## config.mk

```make
export PLATFORM = sky130hd
export DESIGN_NAME = prbs_bist_top
export DESIGN_NICKNAME = d
export VERILOG_FILES = /design/src/hdl/prbs_bist_pkg.sv /design/src/hdl/adc_slicer_bank.sv /design/src/hdl/prbs_word_gen.sv /design/src/hdl/prbs_word_checker.sv /design/src/hdl/prbs_bist_top.sv
export VERILOG_INCLUDE_DIRS = /design/src /design/src/hdl
export SDC_FILE = /design/constraint.sdc
export NUM_CORES = 2
export LEC_CHECK = 0
export BUFFER_PORTS_ARGS = -buffer_cell sky130_fd_sc_hd__clkbuf_2
export CELL_PAD_IN_SITES_DETAIL_PLACEMENT = 0
export CELL_PAD_IN_SITES_GLOBAL_PLACEMENT = 2
export CORE_ASPECT_RATIO = 0.5
export CORE_UTILIZATION = 34
export DETAILED_ROUTE_END_ITERATION = 8
export GPL_TIMING_DRIVEN = 0
export HOLD_SLACK_MARGIN = 0.05
export MAX_ROUTING_LAYER = met4
export PLACE_DENSITY = 0.9
export SYNTH_ARGS = -nofsm -noshare
export SYNTH_HDL_FRONTEND = slang
export SYNTH_SLANG_ARGS = --single-unit
```

## constraint.sdc

```tcl
create_clock -name clk_adc -period 11 [get_ports clk_adc]
set_clock_uncertainty 0.15 [all_clocks]
set_input_delay 0.55 -clock clk_adc [delete_from_list [all_inputs] [get_ports clk_adc]]
set_output_delay 0.55 -clock clk_adc [all_outputs]
set_load 0.01 [all_outputs]
```

## src/hdl/prbs_bist_defines.svh

```systemverilog
`ifndef PRBS_BIST_DEFINES_SVH
`define PRBS_BIST_DEFINES_SVH

// time-interleaved lanes per adc clock
`define PB_NTI 16

// adc code width, two's complement
`define PB_NADC 8

// prbs history length
`define PB_NPRBS 32

// error and total counter width
`define PB_NCOUNT 64

`endif

```

## src/hdl/prbs_bist_pkg.sv

```systemverilog
`include "prbs_bist_defines.svh"

package prbs_bist_pkg;

    // one signed adc code
    typedef logic signed [`PB_NADC-1:0] adc_code_t;
    // all lane codes, lane k at bits 8k+7:8k
    typedef logic [`PB_NTI*`PB_NADC-1:0] adc_word_t;
    // one bit per lane, bit 0 earliest in serial order
    typedef logic [`PB_NTI-1:0] lane_bits_t;
    // prbs history or tap mask, bit 0 newest
    typedef logic [`PB_NPRBS-1:0] prbs_state_t;
    typedef logic [`PB_NCOUNT-1:0] bit_count_t;

    typedef enum logic [1:0] {
        CHK_IDLE  = 2'd0,
        CHK_ALIGN = 2'd1,
        CHK_TEST  = 2'd2
    } chk_mode_e;

    typedef enum logic {
        SRC_ADC  = 1'b0,
        SRC_BIST = 1'b1
    } prbs_src_e;

endpackage

```

## src/hdl/adc_slicer_bank.sv

```systemverilog
`timescale 1ns/1ps
`include "prbs_bist_defines.svh"

module adc_slicer_bank (
    input  logic                       clk_adc,
    input  logic                       rst_i,
    input  prbs_bist_pkg::adc_word_t   adc_codes_i,
    input  prbs_bist_pkg::adc_code_t   thresh_i,
    output prbs_bist_pkg::lane_bits_t  bits_o
);
    import prbs_bist_pkg::*;

    // unpacked view of the flattened lane codes
    adc_code_t  lane_code [`PB_NTI];
    lane_bits_t decisions;

    always_comb begin
        for (int k = 0; k < `PB_NTI; k++) begin
            lane_code[k] = adc_code_t'(adc_codes_i[k*`PB_NADC +: `PB_NADC]);
        end
    end

    // signed compare, strictly above threshold slices to 1
    always_comb begin
        for (int k = 0; k < `PB_NTI; k++) begin
            decisions[k] = (lane_code[k] > thresh_i);
        end
    end

    // one cycle from code to decision
    always_ff @(posedge clk_adc) begin
        if (rst_i) begin
            bits_o <= '0;
        end else begin
            bits_o <= decisions;
        end
    end

endmodule

```

## src/hdl/prbs_word_gen.sv

```systemverilog
`timescale 1ns/1ps
`include "prbs_bist_defines.svh"

module prbs_word_gen (
    input  logic                         clk_adc,
    input  logic                         rst_i,
    input  logic                         cke_i,
    input  prbs_bist_pkg::prbs_state_t   init_i,
    input  prbs_bist_pkg::prbs_state_t   eqn_i,
    input  logic                         inj_err_i,
    output prbs_bist_pkg::lane_bits_t    bits_o
);
    import prbs_bist_pkg::*;

    // generator history, bit 0 is the newest bit
    prbs_state_t hist;
    prbs_state_t next_hist;
    lane_bits_t  next_word;
    lane_bits_t  inj_mask;

    // unroll 16 serial steps of the lfsr
    always_comb begin
        prbs_state_t walk;
        walk = hist;
        for (int k = 0; k < `PB_NTI; k++) begin
            next_word[k] = ^(walk & eqn_i);
            walk = {walk[`PB_NPRBS-2:0], next_word[k]};
        end
        next_hist = walk;
    end

    // injected error only ever hits lane 0
    assign inj_mask = lane_bits_t'(inj_err_i);

    always_ff @(posedge clk_adc) begin
        if (rst_i) begin
            hist <= init_i;
        end else if (cke_i) begin
            hist <= next_hist;
        end
    end

    // the flip goes into the output word only, history stays clean
    always_ff @(posedge clk_adc) begin
        if (rst_i) begin
            bits_o <= '0;
        end else if (cke_i) begin
            bits_o <= next_word ^ inj_mask;
        end
    end

endmodule

```

## src/hdl/prbs_word_checker.sv

```systemverilog
`timescale 1ns/1ps
`include "prbs_bist_defines.svh"

module prbs_word_checker (
    input  logic                         clk_adc,
    input  logic                         rst_i,
    input  prbs_bist_pkg::lane_bits_t    adc_bits_i,
    input  prbs_bist_pkg::lane_bits_t    bist_bits_i,
    input  prbs_bist_pkg::prbs_src_e     sel_src_i,
    input  prbs_bist_pkg::chk_mode_e     mode_i,
    input  prbs_bist_pkg::prbs_state_t   eqn_i,
    input  prbs_bist_pkg::lane_bits_t    chan_sel_i,
    output prbs_bist_pkg::bit_count_t    err_bits_o,
    output prbs_bist_pkg::bit_count_t    total_bits_o,
    output prbs_bist_pkg::lane_bits_t    prbs_flags_o
);
    import prbs_bist_pkg::*;

    function automatic bit_count_t popcount(input lane_bits_t v);
        bit_count_t n;
        n = '0;
        for (int k = 0; k < `PB_NTI; k++) begin
            n = n + bit_count_t'(v[k]);
        end
        return n;
    endfunction

    lane_bits_t  rx_bits;
    lane_bits_t  pred_bits;
    lane_bits_t  err_lanes;
    lane_bits_t  masked_err;
    prbs_state_t hist;
    prbs_state_t next_hist;
    bit_count_t  sel_count;
    bit_count_t  err_count;

    assign rx_bits = (sel_src_i == SRC_BIST) ? bist_bits_i : adc_bits_i;

    // self-synchronizing predictor
    // each lane is predicted from history, then the received bit is shifted in
    always_comb begin
        prbs_state_t walk;
        walk = hist;
        for (int k = 0; k < `PB_NTI; k++) begin
            pred_bits[k] = ^(walk & eqn_i);
            walk = {walk[`PB_NPRBS-2:0], rx_bits[k]};
        end
        next_hist = walk;
    end

    assign err_lanes  = pred_bits ^ rx_bits;
    assign masked_err = err_lanes & chan_sel_i;
    assign sel_count  = popcount(chan_sel_i);
    assign err_count  = popcount(masked_err);

    // history follows the received stream in align and test
    always_ff @(posedge clk_adc) begin
        if (rst_i) begin
            hist <= '0;
        end else if (mode_i == CHK_ALIGN || mode_i == CHK_TEST) begin
            hist <= next_hist;
        end
    end

    always_ff @(posedge clk_adc) begin
        if (rst_i) begin
            err_bits_o   <= '0;
            total_bits_o <= '0;
            prbs_flags_o <= '0;
        end else begin
            case (mode_i)
                CHK_ALIGN: begin
                    // counters hold while locking
                    prbs_flags_o <= '0;
                end
                CHK_TEST: begin
                    err_bits_o   <= err_bits_o + err_count;
                    total_bits_o <= total_bits_o + sel_count;
                    prbs_flags_o <= masked_err;
                end
                default: begin
                    // idle, and the unused encoding
                    err_bits_o   <= '0;
                    total_bits_o <= '0;
                    prbs_flags_o <= '0;
                end
            endcase
        end
    end

endmodule

```

## src/hdl/prbs_bist_top.sv

```systemverilog
`timescale 1ns/1ps

module prbs_bist_top (
    input  logic                         clk_adc,
    input  logic                         rst_i,
    // adc side
    input  prbs_bist_pkg::adc_word_t     adc_codes_i,
    input  prbs_bist_pkg::adc_code_t     adc_thresh_i,
    input  prbs_bist_pkg::prbs_src_e     sel_prbs_src_i,
    // bist generator controls
    input  logic                         gen_cke_i,
    input  prbs_bist_pkg::prbs_state_t   gen_init_i,
    input  prbs_bist_pkg::prbs_state_t   gen_eqn_i,
    input  logic                         gen_inj_err_i,
    // checker controls
    input  prbs_bist_pkg::chk_mode_e     chk_mode_i,
    input  prbs_bist_pkg::prbs_state_t   chk_eqn_i,
    input  prbs_bist_pkg::lane_bits_t    chk_chan_sel_i,
    output prbs_bist_pkg::bit_count_t    err_bits_o,
    output prbs_bist_pkg::bit_count_t    total_bits_o,
    output prbs_bist_pkg::lane_bits_t    prbs_flags_o
);
    import prbs_bist_pkg::*;

    // sliced adc decisions, one cycle behind the codes
    lane_bits_t adc_bits;
    // parallel bist word
    lane_bits_t bist_bits;

    adc_slicer_bank slicer_i (
        .clk_adc     (clk_adc),
        .rst_i       (rst_i),
        .adc_codes_i (adc_codes_i),
        .thresh_i    (adc_thresh_i),
        .bits_o      (adc_bits)
    );

    prbs_word_gen gen_i (
        .clk_adc   (clk_adc),
        .rst_i     (rst_i),
        .cke_i     (gen_cke_i),
        .init_i    (gen_init_i),
        .eqn_i     (gen_eqn_i),
        .inj_err_i (gen_inj_err_i),
        .bits_o    (bist_bits)
    );

    prbs_word_checker chk_i (
        .clk_adc      (clk_adc),
        .rst_i        (rst_i),
        .adc_bits_i   (adc_bits),
        .bist_bits_i  (bist_bits),
        .sel_src_i    (sel_prbs_src_i),
        .mode_i       (chk_mode_i),
        .eqn_i        (chk_eqn_i),
        .chan_sel_i   (chk_chan_sel_i),
        .err_bits_o   (err_bits_o),
        .total_bits_o (total_bits_o),
        .prbs_flags_o (prbs_flags_o)
    );

endmodule

```

==> run summary <==
status: completed
post-route ant nets: 0
final setup TNS: 0 ns
largest net degree at the start of global routing: 33
CP required: 11.30 ns
later-pin clock latency in the skew report: 0.59 ns
Remaining Overflow, GRT: 0
CTS H-tree lvls: 1
Period Utilization, post-route: 0.8983
Area growth syn-to-layout: 13.67%
Worst setup EP type: register
vias in the first global route: 27.51k
DR WL/cell: 20.84 um
max-slew violations: 0
WL final: 115.1 mm
Setup Viol. Count Final: 0
Avg Cell Area, Syn: 7.273 um2
Initial Util: 0.3457
Synth Area in Adders: 0.08365
main area contributors after synthesis: xnor2_1, dfxtp_1, nand2_1
syn_nets: 4451
initial antenna violation count: 7
most common cell after layout, fill and taps aside: nand2_1
Filler Cell Count: 8940
compound-gate portion of the synthesized area: 0.08164
HP Class: input pin to register
main combinational cell family by area after synthesis: XOR/XNOR gates
Post-Synth Simple-Gate Area: 0.2400
Chip Width: 416.4 um
Reg area: 5125 um2
CP most frequent cell: fa_1
commonest non-fill, non-tap cells in the layout: nand2_1, xnor2_1, clkbuf_2, nor2_1, clkbuf_1
CTS buffer count: 26
largest area contributor in the synthesized netlist: xnor2_1
multiplexer share of the synthesized area: 0.03510
Primary FF master, synth: dfxtp_1
Site Rows: 75
Final Hold Viols: 0
PortBufs: 339
# resized after CTS: 0
Std-Cell Core Area: 84460 um2
number of buffers and inverters on the critical path: 4
CTS Sinks: 240
Post-synth EDFFs: 32
detailed placement HPWL: 86.15 mm
Total GRT Usage: 0.2620
CP delay by family, top: simple AND/OR/NAND/NOR gates
# IOs: 399
CP Launch Point: sel_prbs_src_i
CTS Hold Bufs: 1
Netlist cell types: 94
CTS tree: done
DR iter-0 viols: 2573
1st-pass router iterations: 7
Final Critical Period: 9.881 ns
Vias: 28.68k
Slew @ Worst Pin: 1.102 ns
WS Path Type: input pin to register
relative slew slack: 0.2586
vias per cell: 5.193
fin nets: 4819
hold_sp: chk_chan_sel_i[10]
DIE AREA: 87120 um2
Post-route DRC: 0
Max Cap Viol: 0
Post-synth ARST share: 0
clock slew at reported path FFs: 0.06 ns
Synth warnings: 0
fmax: 0.1012 GHz
Yosys top cell area share: 0.2433
sequential area share after synthesis: 0.1755
ratio of cells with drive above 1 in the final layout: 0.1123
gpl congestion: 0.9267
RR Startpoint: chk_i.hist[6]
Critical Path Source Type: input pin
clock buffer depth: 3
Root Driver: clkbuf_16
Worst EP arrival: 10.18 ns
die height: 209.2 um
Max FO, Critical Path: 10
cells after synthesis: 4014
number of synthesized register bits: 240
Synth Area in XOR/XNOR: 0.3345
RSZ-0062 raised after global routing: no
critical path's slowest cell: nor3_1
area of the multi-input gates: 22630 um2
Post CTS Setup Buffer Count: 0
Mapped Area: 29200 um2
largest stage delay on the critical path: 0.66 ns
first-pass GRT wire length: 170.7 mm
[cell type report]
cell class / count / area share
Multi-Input combinational cell: 3397 / 0.6818
Sequential cell: 240 / 0.1544
Timing Repair Buffer: 340 / 0.05143
Tap cell: 1116 / 0.04208
Buffer: 300 / 0.03484
Clock buffer: 33 / 0.02232
Inverter: 77 / 0.008785
Clock inverter: 13 / 0.003846
Antenna cell: 7 / 0.0005278
[Yosys cell counts (9+ instances only)]
cell,number
nand2b_1,22
ha_1,160
nor2b_1,42
inv_1,73
a22oi_1,15
nand2_1,1069
mux2_2,51
mux2i_1,45
buf_2,12
xor2_1,260
nand4_1,47
o21ai_0,94
xnor2_1,811
o211ai_1,9
nor3_1,23
or3_1,23
a21o_1,13
edfxtp_1,32
a22o_1,12
nor2_1,282
clkbuf_1,257
and2_1,11
fa_1,22
nand3_1,71
a211oi_1,11
a32oi_1,22
dfxtp_1,208
o21a_1,26
buf_1,28
and4_1,9
and3_1,31
a21oi_1,110
[flip-flops by register name (all words and copies together), names as in the netlist]
signal and count:
chk_i.err_bits_o 64, chk_i.hist 32, chk_i.prbs_flags_o 16, chk_i.total_bits_o 64
gen_i.bits_o 16, gen_i.hist 32, slicer_i.bits_o 16
[worst min-delay path: cells and delay by family]
| kind | cells | cell delay, ns |
|---|---|---|
| and+or+nand+nor | 2 | 0.15 |
| buffers and inverters | 1 | 0.09 |
[worst paths after layout]
path | slack, ns | to | cells after the start
setup / recovery | 1.12 | chk_i.err_bits_o[50] | 31
hold / removal | 0.11 | chk_i.prbs_flags_o[10] | 3
setup reg to reg | 1.31 | chk_i.err_bits_o[50] | 31
hold reg to reg | 0.33 | gen_i.bits_o[1] | 2
[through the flow]
stage	setup slack [ns]	hold WS [ns]	util	cell area, um2	cells
3_5_place_dp	0.6709	0.3229	0.3823	32290	5469
2_1_floorplan	3.158	0.3044	-	29200	4014
6_report	1.119	0.1140	0.3929	33190	5523
3_3_place_gp	0.6614	0.3153	0.3823	32290	5469
5_1_grt	0.5609	0.1015	0.3929	33190	5523
4_1_cts	1.273	0.07995	0.3927	33170	5516
[routing by layer]
metal,share of wire,GRT usage,up-vias
met5,0,-,-
met4,0.033,0.08500,0
met3,0.068,0.03246,218
met2,0.46,0.4202,1028
met1,0.44,0.3411,13800
li1,-,-,13630
[kinds of logic (layout without fill, tap and decap cells)]
kind of cell / count (synthesis) / in the layout
buffers and inverters: 377 / 763
DFF: 240 / 240
adders and majority gates: 182 / 182
AOI/OAI and AO/OA: 368 / 368
muxes: 96 / 96
and+or+nand+nor: 1661 / 1661
other: 0 / 7
xor gates and xnor gates: 1090 / 1090
Power is left out: the tool's default activity adds up to more than one toggle a clock period on the data nets, which glitch-free logic cannot reach.
